===== config.mk =====
export PLATFORM = sky130hd
export DESIGN_NAME = lease_cache_policy_top
export DESIGN_NICKNAME = d
export VERILOG_FILES = /design/src/logic/lease_pkg.sv /design/src/logic/lease_lookup_if.sv /design/src/logic/lease_lookup_table.sv /design/src/logic/lease_probability_select.sv /design/src/logic/lease_replacement_controller.sv /design/src/logic/lease_cache_policy_top.sv
export VERILOG_INCLUDE_DIRS = /design/src /design/src/include
export SDC_FILE = /design/constraint.sdc
export NUM_CORES = 1
export LEC_CHECK = 0
export BUFFER_PORTS_ARGS = -buffer_cell sky130_fd_sc_hd__buf_2
export CAP_MARGIN = 20
export CELL_PAD_IN_SITES_DETAIL_PLACEMENT = 1
export CELL_PAD_IN_SITES_GLOBAL_PLACEMENT = 2
export CORE_UTILIZATION = 47
export DETAILED_ROUTE_END_ITERATION = 7
export GPL_TIMING_DRIVEN = 0
export HOLD_SLACK_MARGIN = 0.06
export MAX_ROUTING_LAYER = met4
export PLACE_DENSITY = 0.91
export REMOVE_ABC_BUFFERS = 1
export SETUP_SLACK_MARGIN = 0.5
export SYNTH_ARGS = -nofsm -noshare
export SYNTH_HDL_FRONTEND = slang
export SYNTH_SLANG_ARGS = --single-unit
export TNS_END_PERCENT = 10

===== constraint.sdc =====
create_clock -name clock_i -period 9.6 [get_ports clock_i]
set_input_delay 0.48 -clock clock_i [delete_from_list [all_inputs] [get_ports clock_i]]
set_output_delay 0.48 -clock clock_i [all_outputs]
set_load 0.02 [all_outputs]

===== src/include/lease_consts.svh =====
/* sizes, widths and generator seeds for the lease replacement engine,
   included by every module that needs a width */
`ifndef LEASE_CONSTS_SVH
`define LEASE_CONSTS_SVH

// lease lookup table
// --------------------
`define LEASE_LLT_ENTRIES   8                       // entries in the table
`define LEASE_LLT_ENTRY_BW  3                       // entry index width
`define LEASE_LLT_ADDR_BW   (`LEASE_LLT_ENTRY_BW + 2) // field select + entry
`define LEASE_DATA_BW       32                      // config write word

`define LEASE_VALUE_BW      8   // lease counter width
`define LEASE_REF_ADDR_BW   16  // reference address tag
`define LEASE_PROB_BW       9   // 256 means always lease0

// cache
// --------------------
`define LEASE_CACHE_BLOCKS  8   // fully associative, power of two
`define LEASE_CACHE_ADDR_BW 3   // line index width

`define LEASE_PROB_SEED     8'hA5 // nonzero, lease select generator
`define LEASE_EVICT_SEED    8'h5B // nonzero, random eviction generator

`endif


===== src/logic/lease_pkg.sv =====
/* shared enums of the lease engine, referenced by scoped name
   from the table and the replacement controller */
package lease_pkg;

	// controller states
	// --------------------
	// NORMAL takes hit and miss strobes,
	// GEN_REPLACEMENT is the one extra cycle of an allocating miss
	typedef enum logic {
		NORMAL          = 1'b0,  // idle, counted and follow-up hits
		GEN_REPLACEMENT = 1'b1   // pick a victim line
	} lease_state_e;

	// table field select
	// --------------------
	// top two bits of llt_addr_i, low bits pick the entry
	typedef enum logic [1:0] {
		TAG    = 2'd0,  // reference address, also sets valid
		LEASE0 = 2'd1,  // first candidate lease
		LEASE1 = 2'd2,  // second candidate lease
		PROB   = 2'd3   // probability of lease0, 9 bits
	} lease_field_e;

endpackage


===== src/logic/lease_lookup_if.sv =====
/* combinational lookup result of the lease table, read by the
   probability selector and the replacement controller */
`timescale 1ns/10ps
`include "lease_consts.svh"

interface lease_lookup_if;

	logic                       hit;          // search address matched a valid tag
	logic [`LEASE_VALUE_BW-1:0] lease0;       // first candidate lease
	logic [`LEASE_VALUE_BW-1:0] lease1;       // second candidate lease
	logic [`LEASE_PROB_BW-1:0]  lease0_prob;  // chance of lease0, out of 256

	// table drives everything
	modport table_mp (output hit, output lease0, output lease1, output lease0_prob);

	// selector only needs the candidates
	modport select_mp (input lease0, input lease1, input lease0_prob);

	// controller only needs to know if the table matched
	modport ctrl_mp (input hit);

endinterface


===== src/logic/lease_lookup_table.sv =====
/* lease lookup table, written field by field from the config port and
   searched in parallel against the reference address of each access */
`timescale 1ns/10ps
`include "lease_consts.svh"

module lease_lookup_table (
	input  logic                          clock_i,
	input  logic                          resetn_i,
	input  logic                          llt_wren_i,    // write llt_data_i into addressed field
	input  logic [`LEASE_LLT_ADDR_BW-1:0] llt_addr_i,    // {field, entry}
	input  logic [`LEASE_DATA_BW-1:0]     llt_data_i,
	input  logic [`LEASE_REF_ADDR_BW-1:0] search_addr_i, // reference address to look up
	lease_lookup_if.table_mp              lkp
);

	logic                          valid_q  [`LEASE_LLT_ENTRIES];
	logic [`LEASE_REF_ADDR_BW-1:0] tag_q    [`LEASE_LLT_ENTRIES];
	logic [`LEASE_VALUE_BW-1:0]    lease0_q [`LEASE_LLT_ENTRIES];
	logic [`LEASE_VALUE_BW-1:0]    lease1_q [`LEASE_LLT_ENTRIES];
	logic [`LEASE_PROB_BW-1:0]     prob_q   [`LEASE_LLT_ENTRIES];

	lease_pkg::lease_field_e         wr_field;
	logic [`LEASE_LLT_ENTRY_BW-1:0]  wr_entry;

	assign wr_field = lease_pkg::lease_field_e'(llt_addr_i[`LEASE_LLT_ADDR_BW-1 -: 2]);
	assign wr_entry = llt_addr_i[`LEASE_LLT_ENTRY_BW-1:0];

	// write port
	// --------------------
	always_ff @(posedge clock_i) begin
		if (!resetn_i) begin
			for (int i = 0; i < `LEASE_LLT_ENTRIES; i++) valid_q[i] <= 1'b0; // empty table
		end else if (llt_wren_i && (wr_field == lease_pkg::TAG)) begin
			valid_q[wr_entry] <= 1'b1; // tag write makes the entry live
		end
	end

	// field payload, valid bit guards it
	always_ff @(posedge clock_i) begin
		if (llt_wren_i) begin
			case (wr_field)
				lease_pkg::TAG:    tag_q[wr_entry]    <= llt_data_i[`LEASE_REF_ADDR_BW-1:0];
				lease_pkg::LEASE0: lease0_q[wr_entry] <= llt_data_i[`LEASE_VALUE_BW-1:0];
				lease_pkg::LEASE1: lease1_q[wr_entry] <= llt_data_i[`LEASE_VALUE_BW-1:0];
				lease_pkg::PROB:   prob_q[wr_entry]   <= llt_data_i[`LEASE_PROB_BW-1:0];
				default: ;
			endcase
		end
	end

	// search port
	// --------------------
	// walk from the top entry down so the lowest match is the one left standing
	always_comb begin
		lkp.hit         = 1'b0;
		lkp.lease0      = '0;
		lkp.lease1      = '0;
		lkp.lease0_prob = '0;
		for (int i = `LEASE_LLT_ENTRIES - 1; i >= 0; i--) begin
			if (valid_q[i] && (tag_q[i] == search_addr_i)) begin
				lkp.hit         = 1'b1;
				lkp.lease0      = lease0_q[i];
				lkp.lease1      = lease1_q[i];
				lkp.lease0_prob = prob_q[i];
			end
		end
	end

endmodule


===== src/logic/lease_probability_select.sv =====
/* picks lease0 or lease1 of the current table match, using an 8-bit LFSR
   compared against the lease0 probability; steps on advance_i */
`timescale 1ns/10ps
`include "lease_consts.svh"

module lease_probability_select (
	input  logic                        clock_i,
	input  logic                        resetn_i,
	input  logic                        advance_i, // one strobe per accepted access
	lease_lookup_if.select_mp           lkp,
	output logic [`LEASE_VALUE_BW-1:0]  lease_o    // chosen lease
);

	logic [7:0] lfsr_q;     // never zero, runs 1..255
	logic       lfsr_fb;

	// x^8 + x^6 + x^5 + x^4 + 1, maximal length
	assign lfsr_fb = lfsr_q[7] ^ lfsr_q[5] ^ lfsr_q[4] ^ lfsr_q[3];

	always_ff @(posedge clock_i) begin
		if (!resetn_i) begin
			lfsr_q <= `LEASE_PROB_SEED;
		end else if (advance_i) begin
			lfsr_q <= {lfsr_q[6:0], lfsr_fb};
		end
	end

	// compare
	// --------------------
	// generator is at most 255 so prob 256 always gives lease0,
	// and it is never below 0 so prob 0 always gives lease1
	always_comb begin
		if ({1'b0, lfsr_q} < lkp.lease0_prob) begin
			lease_o = lkp.lease0;
		end else begin
			lease_o = lkp.lease1; // lower probability lease
		end
	end

endmodule


===== src/logic/lease_replacement_controller.sv =====
/* per-line lease counters and replacement address generation; takes hit and
   miss strobes from the cache controller and answers with done_o and addr_o */
`timescale 1ns/10ps
`include "lease_consts.svh"

module lease_replacement_controller (
	input  logic                           clock_i,
	input  logic                           resetn_i,
	input  logic                           con_wren_i,  // config register write
	input  logic [`LEASE_LLT_ADDR_BW-1:0]  llt_addr_i,  // config address, 0 is the default lease
	input  logic [`LEASE_DATA_BW-1:0]      llt_data_i,
	input  logic [`LEASE_CACHE_ADDR_BW-1:0] cache_addr_i, // line being referenced
	input  logic                           hit_i,       // strobe
	input  logic                           miss_i,      // strobe
	input  logic [`LEASE_VALUE_BW-1:0]     lease_i,     // lease from the selector
	lease_lookup_if.ctrl_mp                lkp,
	output logic                           advance_o,   // steps the selector LFSR
	output logic                           done_o,
	output logic [`LEASE_CACHE_ADDR_BW-1:0] addr_o,     // replacement line
	output logic                           swap_o,      // missed block is allocated
	output logic                           expired_o,
	output logic                           expired_multi_o,
	output logic                           default_o,   // default lease was used
	output logic                           rand_evict_o
);

	logic [`LEASE_VALUE_BW-1:0]      cnt_q   [`LEASE_CACHE_BLOCKS]; // one per line
	logic [`LEASE_VALUE_BW-1:0]      cnt_dec [`LEASE_CACHE_BLOCKS]; // saturating at zero
	logic [`LEASE_VALUE_BW-1:0]      default_lease_q;
	logic [`LEASE_VALUE_BW-1:0]      saved_lease_q; // lease waiting for the follow-up hit
	logic [`LEASE_VALUE_BW-1:0]      miss_lease;
	lease_pkg::lease_state_e         state_q;
	logic                            followup_q;    // next hit installs saved_lease_q
	logic [`LEASE_CACHE_ADDR_BW-1:0] cold_ptr_q;
	logic                            full_q;        // every line allocated once
	logic [`LEASE_CACHE_BLOCKS-1:0]  zero_flags;
	logic [`LEASE_CACHE_ADDR_BW-1:0] low_idx, high_idx;
	logic [7:0]                      evict_lfsr_q;
	logic                            evict_fb;
	logic                            accept;

	// strobes are ignored while a victim is being picked
	assign accept     = (state_q == lease_pkg::NORMAL) && (hit_i || miss_i);
	assign advance_o  = accept;
	assign miss_lease = lkp.hit ? lease_i : default_lease_q;
	assign evict_fb   = evict_lfsr_q[7] ^ evict_lfsr_q[5] ^ evict_lfsr_q[4] ^ evict_lfsr_q[3];

	// expired lines
	// --------------------
	always_comb begin
		low_idx  = '0;
		high_idx = '0;
		for (int i = 0; i < `LEASE_CACHE_BLOCKS; i++) begin
			zero_flags[i] = (cnt_q[i] == '0);
			cnt_dec[i]    = zero_flags[i] ? cnt_q[i] : cnt_q[i] - 1'b1;
		end
		for (int i = `LEASE_CACHE_BLOCKS - 1; i >= 0; i--) // lowest zero wins
			if (zero_flags[i]) low_idx = `LEASE_CACHE_ADDR_BW'(i);
		for (int i = 0; i < `LEASE_CACHE_BLOCKS; i++)      // highest zero wins
			if (zero_flags[i]) high_idx = `LEASE_CACHE_ADDR_BW'(i);
	end

	always_ff @(posedge clock_i) begin
		if (!resetn_i) begin
			default_lease_q <= '0;
		end else if (con_wren_i && (llt_addr_i == '0)) begin
			default_lease_q <= llt_data_i[`LEASE_VALUE_BW-1:0];
		end
	end

	always_ff @(posedge clock_i) begin
		if (accept && miss_i) saved_lease_q <= miss_lease; // only read after an allocating miss
	end

	// control FSM
	// --------------------
	always_ff @(posedge clock_i) begin
		if (!resetn_i) begin
			state_q      <= lease_pkg::NORMAL;
			followup_q   <= 1'b0;
			cold_ptr_q   <= '0;
			full_q       <= 1'b0;
			evict_lfsr_q <= `LEASE_EVICT_SEED;
			done_o       <= 1'b0;
			addr_o       <= '0;
			swap_o       <= 1'b0;
			expired_o       <= 1'b0;
			expired_multi_o <= 1'b0;
			default_o       <= 1'b0;
			rand_evict_o    <= 1'b0;
			for (int i = 0; i < `LEASE_CACHE_BLOCKS; i++) cnt_q[i] <= '0;
		end else begin
			expired_o       <= 1'b0; // status flags are single-cycle pulses
			expired_multi_o <= 1'b0;
			default_o       <= 1'b0;
			rand_evict_o    <= 1'b0;
			case (state_q)
				lease_pkg::NORMAL: begin
					if (hit_i && followup_q) begin
						followup_q          <= 1'b0; // counters already stepped on the miss
						cnt_q[cache_addr_i] <= saved_lease_q;
					end else if (hit_i) begin
						for (int i = 0; i < `LEASE_CACHE_BLOCKS; i++) cnt_q[i] <= cnt_dec[i];
						cnt_q[cache_addr_i] <= miss_lease; // renew, overrides the decrement
						default_o           <= !lkp.hit;
					end else if (miss_i) begin
						for (int i = 0; i < `LEASE_CACHE_BLOCKS; i++) cnt_q[i] <= cnt_dec[i];
						default_o <= !lkp.hit;
						if (miss_lease != '0) begin
							done_o     <= 1'b0; // one more cycle for the victim
							followup_q <= 1'b1;
							state_q    <= lease_pkg::GEN_REPLACEMENT;
						end else begin
							done_o <= 1'b1;     // just service it, no allocation
							swap_o <= 1'b0;
						end
					end
				end
				lease_pkg::GEN_REPLACEMENT: begin
					done_o  <= 1'b1;
					swap_o  <= 1'b1;
					state_q <= lease_pkg::NORMAL;
					if (!full_q) begin
						addr_o     <= cold_ptr_q; // cold start fill, in order
						cold_ptr_q <= cold_ptr_q + 1'b1;
						if (cold_ptr_q == {`LEASE_CACHE_ADDR_BW{1'b1}}) full_q <= 1'b1;
					end else if (|zero_flags) begin
						addr_o          <= low_idx;
						expired_o       <= 1'b1;
						expired_multi_o <= (low_idx != high_idx);
					end else begin
						// nothing expired, fall back to a pseudo-random line
						addr_o       <= evict_lfsr_q[`LEASE_CACHE_ADDR_BW-1:0];
						rand_evict_o <= 1'b1;
						evict_lfsr_q <= {evict_lfsr_q[6:0], evict_fb};
					end
				end
				default: state_q <= lease_pkg::NORMAL;
			endcase
		end
	end

endmodule


===== src/logic/lease_cache_policy_top.sv =====
/* lease replacement policy engine; the cache controller drives the config
   and strobe ports and reads back the replacement address and status */
`timescale 1ns/10ps
`include "lease_consts.svh"

module lease_cache_policy_top (
	input  logic                            clock_i,
	input  logic                            resetn_i,
	input  logic                            con_wren_i,    // default lease write
	input  logic                            llt_wren_i,    // table field write
	input  logic [`LEASE_LLT_ADDR_BW-1:0]   llt_addr_i,
	input  logic [`LEASE_DATA_BW-1:0]       llt_data_i,
	input  logic [`LEASE_REF_ADDR_BW-1:0]   search_addr_i, // reference address of the access
	input  logic [`LEASE_CACHE_ADDR_BW-1:0] cache_addr_i,
	input  logic                            hit_i,
	input  logic                            miss_i,
	output logic                            done_o,
	output logic [`LEASE_CACHE_ADDR_BW-1:0] addr_o,
	output logic                            swap_o,
	output logic                            expired_o,
	output logic                            expired_multi_o,
	output logic                            default_o,
	output logic                            rand_evict_o
);

	lease_lookup_if lkp_if ();

	logic [`LEASE_VALUE_BW-1:0] sel_lease; // selector to controller
	logic                       advance;   // controller to selector

	lease_lookup_table i_table (
		.clock_i, .resetn_i, .llt_wren_i, .llt_addr_i, .llt_data_i, .search_addr_i,
		.lkp (lkp_if.table_mp)
	);

	lease_probability_select i_select (
		.clock_i, .resetn_i,
		.advance_i (advance),
		.lkp       (lkp_if.select_mp),
		.lease_o   (sel_lease)
	);

	lease_replacement_controller i_ctrl (
		.clock_i, .resetn_i, .con_wren_i, .llt_addr_i, .llt_data_i, .cache_addr_i,
		.hit_i, .miss_i,
		.lease_i   (sel_lease),
		.lkp       (lkp_if.ctrl_mp),
		.advance_o (advance),
		.done_o, .addr_o, .swap_o, .expired_o, .expired_multi_o, .default_o, .rand_evict_o
	);

endmodule


* After elaboration in Yosys (flattened, before gate mapping)
Memory sizes are Yosys's and may differ from the RTL's. Cells that the tools add are included.
Word-level totals: logic and storage cells 249, input bits 62, bits in registers 47, RAM bits 400, memories kept 6
Operators by class: equal/unequal tests 18, add/sub/neg operators 9, bitwise gates (word level) 27, reductions and logical operators 38, order comparisons 1, mux-type cells 135
Memories:
- i_table.tag_q | words 8, width 16, read ports 8, clocked after Yosys merged registers in 0, write ports 1, RTL line lease_lookup_table.sv:17 | logic [`LEASE_REF_ADDR_BW-1:0] tag_q [`LEASE_LLT_ENTRIES];
- i_table.prob_q | words 8, width 9, read ports 8, clocked after Yosys merged registers in 0, write ports 1, RTL line lease_lookup_table.sv:20 | logic [`LEASE_PROB_BW-1:0] prob_q [`LEASE_LLT_ENTRIES];
- i_ctrl.cnt_q | words 8, width 8, read ports 8, clocked after Yosys merged registers in 0, write ports 9, RTL line lease_replacement_controller.sv:27 | logic [`LEASE_VALUE_BW-1:0] cnt_q [`LEASE_CACHE_BLOCKS];
- i_table.lease0_q | words 8, width 8, read ports 8, clocked after Yosys merged registers in 0, write ports 1, RTL line lease_lookup_table.sv:18 | logic [`LEASE_VALUE_BW-1:0] lease0_q [`LEASE_LLT_ENTRIES];
- i_table.lease1_q | words 8, width 8, read ports 8, clocked after Yosys merged registers in 0, write ports 1, RTL line lease_lookup_table.sv:19 | logic [`LEASE_VALUE_BW-1:0] lease1_q [`LEASE_LLT_ENTRIES];
- i_table.valid_q | words 8, width 1, read ports 8, clocked after Yosys merged registers in 0, write ports 8, RTL line lease_lookup_table.sv:16 | logic valid_q [`LEASE_LLT_ENTRIES];
Operators by type and width (count):
- two-way mux 8 bit | 43
- == test 16 bit | 8
- two-way mux 9 bit | 8
- zero test 8 bit | 8
- two-way mux 1 bit | 64
- subtractor 8 x 1 -> 8 bit, second input constant | 8
- two-way mux 3 bit | 15
- OR 1 bit | 17
- logical AND 1 bit | 13
- AND reduction 4 bit | 3
- less-than comparator 8 x 9 -> 1 bit | 1
- AND reduction 3 bit | 3
- inequality test 2 bit, second input constant | 4
- nonzero test 8 bit | 1
- OR reduction 8 bit | 1
- case mux 1 bit (2 select lines) | 3
- XOR 1 bit | 6
- zero test 5 bit | 1
- == test 2 bit, second input constant | 2
- two-way mux 2 bit | 2
- inverter 1 bit | 4
- nonzero test 2 bit | 2
- adder 3 x 1 -> 3 bit, second input constant | 1
- == test 3 bit, second input constant | 1
- other kinds (9) | 9

* Logic depth before layout (Yosys ltp)
Gate-level depths: netlist of the first run. An unclocked memory read counts as a cell.
word-level depth 20, gate-level depth with buffers 25, depth with buffers taken out 22

* By module
A second synthesis of the first run with hierarchy kept.
Second synthesis, totals: cells, all modules 1576, area, all modules 20324.5 sq um
By module, submodules not included:
- lease_lookup_table | area an instance 14044.7 sq um, times used 1, cells each 954, seq. area each 10009.6 sq um
- lease_replacement_controller | area an instance 5669.2 sq um, times used 1, cells each 560, seq. area each 2782.7 sq um
- lease_probability_select | area an instance 610.6 sq um, times used 1, cells each 62, seq. area each 160.2 sq um

* Worst setup path after synthesis of the first run
OpenSTA, ideal clock, no wires.
path kind input to register, from input port search_addr_i[12], to memory i_ctrl.cnt_q[2][2] (netlist name) (data pin), path slack 3928 ps, required time 9321 ps, data arrival time 5393 ps, library setup time 279 ps, stages on the path 24, cell sequence buf_2 xor2_1 nor4_1 nand4_1 clkbuf_1 a211oi_1 a22oi_1 o21ai_0 mux2i_1 o21ai_0 mux2i_1 o21ai_0 mux2i_1 ha_1 a21o_1 a21o_1 a2111oi_0 o2111ai_1 a2bb2oi_1 o211ai_4 mux2i_1 or2_4 mux2i_4 o22ai_1
RTL lines:
- from (decl) | RTL line lease_cache_policy_top.sv:13 | input logic [`LEASE_REF_ADDR_BW-1:0] search_addr_i,
- to (decl) | RTL line lease_replacement_controller.sv:27

==> results of run 1 <==
[routing by layer]
layer	up-vias	track usage	wire length (um)
li1	6083	-	-
met1	6922	0.330	23600
met2	486	0.480	29700
met3	123	0.0364	3220
met4	0	0.0934	1660
met5	-	-	0
[cell type report]
cell class                 instances  area, um2
clock buffer                      63       1270
multi-input combinational       1047       7020
timing repair buffer              75        507
clock inverter                    23        241
sequential                       447      13000
fill                            4223      19500
inverter                          29        109
tap                              577        722
[flip-flops by register name (all words and copies together), names as in the netlist, 3 cells and up]
name                    count
i_ctrl.addr_o               3
i_ctrl.cnt_q               64
i_ctrl.cold_ptr_q           3
i_ctrl.default_lease_q      8
i_ctrl.evict_lfsr_q         8
i_ctrl.saved_lease_q        8
i_select.lfsr_q             8
i_table.lease0_q           64
i_table.lease1_q           64
i_table.prob_q             72
i_table.tag_q             128
i_table.valid_q             8
[cell usage in the layout (no fill, tap or decap), types with 11 or more instances in the layout]
cell	n
a21oi_1	21
and2_1	17
and3_1	16
buf_2	55
clkbuf_1	14
clkbuf_16	48
dfxtp_1	47
edfxtp_1	400
ha_1	23
inv_1	29
mux2i_1	59
nand2_1	152
nand2b_1	15
nand3_1	57
nand3b_1	11
nand4_1	27
nor2_1	103
nor2b_1	24
nor3_1	27
nor4_1	19
o21ai_0	51
o22ai_1	52
o32ai_1	14
xnor2_1	125
xor2_1	59
[kinds of logic (layout without fill, tap and decap cells)]
logic type	count (synthesis)	in the layout	synth area share
adders and majority gates	23	23	0.0142
buffers and inverters	90	190	0.0190
muxes	67	67	0.0352
and+or+nand+nor	525	525	0.130
xor gates and xnor gates	184	184	0.0793
AOI/OAI and AO/OA	248	248	0.0851
DFF	447	447	0.638
[power by group]
group	switching [W]	leakage [nW]	internal [W]	total (W)
Combinational	0.000285	2.86	0.000168	0.000453
Clock	0.000790	0.732	0.00102	0.00181
Sequential	0.0000598	4.11	0.00221	0.00227
[per-stage QoR]
step / cells / power [W]
final: 2261 / 0.00453
after global routing: 2261 / 0.00466
after CTS: 2257 / 0.00455
after detailed placement: 2171 / 0.00276
after global placement: 2154 / 0.00273
after floorplan: 1523 / 0.00258
[path summary, 6_finish.rpt]
path / from / to / cells after the start
setup / recovery: i_table.tag_q[7][10]$_DFFE_PP_ / i_ctrl.cnt_q[6][0]$_DFFE_PP_ / 23
hold reg to reg: i_select.lfsr_q[0]$_SDFFE_PN1P_ / i_select.lfsr_q[1]$_SDFFE_PN0P_ / 2
setup reg to reg: i_table.tag_q[7][10]$_DFFE_PP_ / i_ctrl.cnt_q[6][0]$_DFFE_PP_ / 23
hold / removal: llt_data_i[12] / i_table.tag_q[7][12]$_DFFE_PP_ / 1
[worst max-delay path, stage by stage (launching register included)]
cell	delay, ns
edfxtp_1	0.38
xor2_1	0.17
nor4_1	0.34
nand4_1	0.70
a211oi_1	0.51
buf_2	0.28
a22oi_1	0.10
o21ai_0	0.19
mux2i_1	0.13
o21ai_0	0.21
mux2i_1	0.12
o21ai_0	0.21
mux2i_1	0.12
ha_1	0.34
a21o_1	0.17
a21o_1	0.16
a2111oi_0	0.38
dlymetal6s2s_1	0.26
o2111ai_1	0.15
a2bb2oi_1	0.21
o211ai_4	0.46
mux2i_1	0.30
mux2i_2	0.77
o22ai_1	0.24
==> qor.txt, run 1 <==
Cts repair resizes: 0
Min Hold Slack: 0.248 ns
Gr usage total: 0.276
Sequential element share of the synthesized area: 0.638
Place WS: 0.865 ns
Clock sink count: 447
#FFs+latches synth: 447
Vias in the first global route: 14700
Peak supply drop: 0.218 mV
Critical Path AT: 7.54 ns
Critical Path Fanout Max: 12
Measured slew at the worst slew-check pin: 1.17 ns
Most common flop cell mapped by yosys: edfxtp_1
RSZ-0062 raised after global routing: false
Initial antenna violation count: 1
Setup Skew: 0.0435 ns
DP Area: 21300 um2
Final estimated routing congestion in global placement: 0.830
Routed WL: 58.1 mm
Core Util, Final: 0.539
Routed vias/inst: 6.02
Avg WL per Cell: 25.7 um
Grt ovf: 0
CTS Hold Buffers Added: 0
Synth cell count leaders: edfxtp_1, nand2_1, xnor2_1, nor2_1
I/O Pins: 71
Core Rows: 75
Register-to-register path setup slack: 2.37 ns
Ant. Diodes: 0
Outcome: complete, no violations
Leak Pwr: 7.70 nW
Async S/R FF share, synth: 0
Highest clock rate: 138 MHz
CP startpoint kind: register
Full die area: 44100 um2
Syn_area_per_cell: 12.8 um2
Pwr per Cell Area: 199 nW/um2
Starting density of the core: 0.480
Worst Path Required: 9.91 ns
Final setup violation count: 0
Unique cell type count in the Yosys netlist: 70
Leading area contributor after synthesis: edfxtp_1
Mapped Cells: 1584
Largest net degree at the start of global routing: 49
Post-synth top area share: 0.591
First-pass GRT wire length: 87.7 mm
CTS tree: built
Post-CTS Setup Bufs: 0
Setup_tns: 0 ns
Die Ht: 210 um
Most area-consuming cells after synthesis: edfxtp_1, xnor2_1, dfxtp_1
Setup WS post-layout: 2.37 ns
Port buffer count: 54
Most common cell in the netlist: edfxtp_1
H-tree depth: 2
Max cap viols: 0
# DRC: 0
Period utilisation layout: 0.753
CTS Buf Count: 48
Post-route ant nets: 0
Maximum root-to-sink buffer count: 3
Initial drt markers: 1232
DR vias: 13600
Syn. warnings: 0
Area Overhead vs Synth: 12.3%
Worst hold path type: primary input to register
Final max-slew violation count: 0
Number of synthesized flops with an enable pin: 400
Final Critical Period: 7.23 ns
Core Region: 42300 um2
Hpwl dp: 37.6 mm
Slew Limit Headroom: 0.207
Crit path kind: register to register
Share of cells above drive strength 1: 0.0998
Post-Syn Area: 20300 um2
Post-route design area: 22800 um2
Die width: 210 um
First drt pass iteration count: 5
# nets final: 1733
Clock slew at reported path FFs: 0.06 ns
Worst-skew pair later-pin latency: 0.62 ns
CP endpoint kind: register
Clock root buffer: clkbuf_16
Hold Fails Final Rpt: 0
Power figures use the tool's default switching activity.
==> run 2, diff against run 1 <==
--- a/config.mk
+++ b/config.mk
@@ -6,16 +6,17 @@
 export SDC_FILE = /design/constraint.sdc
 export NUM_CORES = 1
 export LEC_CHECK = 0
+export ABC_AREA = 1
 export BUFFER_PORTS_ARGS = -buffer_cell sky130_fd_sc_hd__buf_2
 export CAP_MARGIN = 20
 export CELL_PAD_IN_SITES_DETAIL_PLACEMENT = 1
 export CELL_PAD_IN_SITES_GLOBAL_PLACEMENT = 2
-export CORE_UTILIZATION = 47
+export CORE_UTILIZATION = 41
 export DETAILED_ROUTE_END_ITERATION = 7
 export GPL_TIMING_DRIVEN = 0
 export HOLD_SLACK_MARGIN = 0.06
 export MAX_ROUTING_LAYER = met4
-export PLACE_DENSITY = 0.91
+export PLACE_DENSITY = 0.86
 export REMOVE_ABC_BUFFERS = 1
 export SETUP_SLACK_MARGIN = 0.5
 export SYNTH_ARGS = -nofsm -noshare
==> constraint.sdc (replaced) <==
create_clock -name clock_i -period 7.4 [get_ports clock_i]
set_input_delay 0.37 -clock clock_i [delete_from_list [all_inputs] [get_ports clock_i]]
set_output_delay 0.37 -clock clock_i [all_outputs]
set_load 0.02 [all_outputs]
==> qor.txt, run 2 <==
CP startpoint kind: primary input
Die Ht: 228 um
Maximum root-to-sink buffer count: 3
Worst Path Required: 7.72 ns
Most area-consuming cells after synthesis: edfxtp_1, nand2_1, dfxtp_1
Gr usage total: 0.251
RSZ-0062 raised after global routing: false
Commonest non-fill, non-tap cell in the layout: edfxtp_1
Hpwl dp: 41.6 mm
Critical path's largest stage delay: 0.64 ns
CTS tree: built
Worst-skew pair later-pin latency: 0.62 ns
First-pass GRT wire length: 96.7 mm
Most common cell in the netlist: edfxtp_1
Initial antenna violation count: 1
Core Rows: 82
Largest regs: i_table.tag_q: 128 flops, i_table.prob_q: 72 flops
Peak supply drop: 0.201 mV
Area Overhead vs Synth: 13.2%
Pwr per Cell Area: 260 nW/um2
Final non-filler cell total: 2790
CTS Buf Count: 50
Final setup violation count: 0
Core Region: 50400 um2
Min Hold Slack: 0.140 ns
Post-CTS Setup Bufs: 0
Critical Path Fanout Max: 26
Synth cell count leaders: edfxtp_1, nand2_1, nor2_1, inv_1, nand3_1
Share of cells above drive strength 1: 0.111
Setup WS post-layout: 1.74 ns
Clock slew at reported path FFs: 0.06 ns
Initial drt markers: 1012
First drt pass iteration count: 5
Crit path kind: primary input to register
Setup Skew: 0.0228 ns
Die width: 228 um
Syn_area_per_cell: 10.4 um2
Routed vias/inst: 5.58
Delay-heaviest family, CP: simple AND/OR/NAND/NOR gates
Post-Syn Area: 21000 um2
Leading area contributor after synthesis: edfxtp_1
Post-route ant nets: 0
Number of synthesized flops with an enable pin: 400
Outcome: complete, no violations
H-tree depth: 2
Sequential element share of the synthesized area: 0.616
CP endpoint kind: register
WP buf/inv: 2
Most frequent cells in the layout: edfxtp_1, nand2_1, nor2_1
Most common flop cell mapped by yosys: edfxtp_1
Mapped Cells: 2016
Starting density of the core: 0.417
Final estimated routing congestion in global placement: 0.878
Core Util, Final: 0.472
CP max stage cell: nand3_2
Grt ovf: 0
Filler cells: 5492
Setup_tns: 0 ns
Max cap viols: 0
# nets final: 2162
Port buffer count: 54
DR vias: 15600
Unique cell type count in the Yosys netlist: 56
Clock root buffer: clkbuf_16
Top reg by flops: i_table.tag_q
Max reg flops: 128
Placed cells: 2695
Largest net degree at the start of global routing: 52
CTS Hold Buffers Added: 0
Clock sink count: 447
Final max-slew violation count: 0
# DRC: 0
Critical Path AT: 5.98 ns
Final Critical Period: 5.66 ns
I/O Pins: 71
Cts repair resizes: 0
Syn. warnings: 0
Routed WL: 63.1 mm
Avg WL per Cell: 22.6 um
Slew Limit Headroom: 0.266
Full die area: 52200 um2
Hold Fails Final Rpt: 0
Place WS: 1.02 ns
Highest clock rate: 177 MHz
Vias in the first global route: 16100
Measured slew at the worst slew-check pin: 1.10 ns
Leak Pwr: 8.98 nW
Worst hold path type: primary input to register
Async S/R FF share, synth: 0
Ant. Diodes: 0
CP dominant cell by count: nand2_1
#FFs+latches synth: 447
Period utilisation layout: 0.765
Post-synth top area share: 0.572
## run 2: changes by cell type in the layout (fill, tap and decap cells not counted), sizes merged, moves of 20 or more
cell,before,now
nand2,152,318
or2,4,33
nor2,107,248
inv,31,212
nor3,29,49
nand3,57,145
mux2i,66,0
o21ai,54,85
a21oi,21,69
nor2b,24,0
nand4,27,56
xnor2,125,26
## run 2: kinds of logic (layout without fill, tap and decap cells)
group / Yosys count / after routing / share of synthesized area
DFF: 447 / 447 / 0.616
adders and majority gates: 23 / 23 / 0.0137
AOI/OAI and AO/OA: 310 / 310 / 0.0951
xor gates and xnor gates: 82 / 82 / 0.0342
buffers and inverters: 274 / 376 / 0.0532
and+or+nand+nor: 880 / 880 / 0.188
## run 2: cell type report
type,instances,area (um2),area share
Clock buffer,66,1370,0.0577
Clock inverter,27,373,0.0157
Inverter,215,807,0.0339
Multi-Input combinational cell,1295,6960,0.293
Sequential cell,447,13000,0.545
Tap cell,672,841,0.0354
Timing Repair Buffer,68,478,0.0201
## run 2: worst paths after layout
check | slack (ns) | cells past startpoint | endpoint | startpoint
hold reg to reg | 0.46 | 2 | i_ctrl.followup_q$_SDFFE_PN0P_ | i_ctrl.followup_q$_SDFFE_PN0P_
setup reg to reg | 1.87 | 25 | i_ctrl.cnt_q[4][3]$_DFFE_PP_ | i_table.tag_q[6][14]$_DFFE_PP_
setup / recovery | 1.74 | 27 | i_ctrl.cnt_q[4][3]$_DFFE_PP_ | search_addr_i[14]
hold / removal | 0.14 | 1 | i_table.tag_q[7][14]$_DFFE_PP_ | llt_data_i[14]
## run 2: layer usage
| metal | track usage | up-vias | wire, um |
|---|---|---|---|
| met5 | - | - | 0 |
| met4 | 0.0919 | 0 | 2040 |
| met3 | 0.0272 | 133 | 3100 |
| met2 | 0.415 | 384 | 30700 |
| met1 | 0.318 | 7789 | 27300 |
| li1 | - | 7270 | - |
## run 2: metrics by stage
stage	power, W	cell area [um2]
2_1_floorplan	0.00336	20700
3_3_place_gp	0.00357	21800
5_1_grt	0.00640	23800
3_5_place_dp	0.00361	22000
6_report	0.00619	23800
4_1_cts	0.00625	23700
## run 2: power breakdown
| part | leakage (nW) | switching [W] | internal [W] |
|---|---|---|---|
| Sequential | 4.10 | 0.0000667 | 0.00287 |
| Combinational | 4.04 | 0.000426 | 0.000195 |
| Clock | 0.846 | 0.00105 | 0.00159 |
| Total | 8.98 | 0.00154 | 0.00465 |
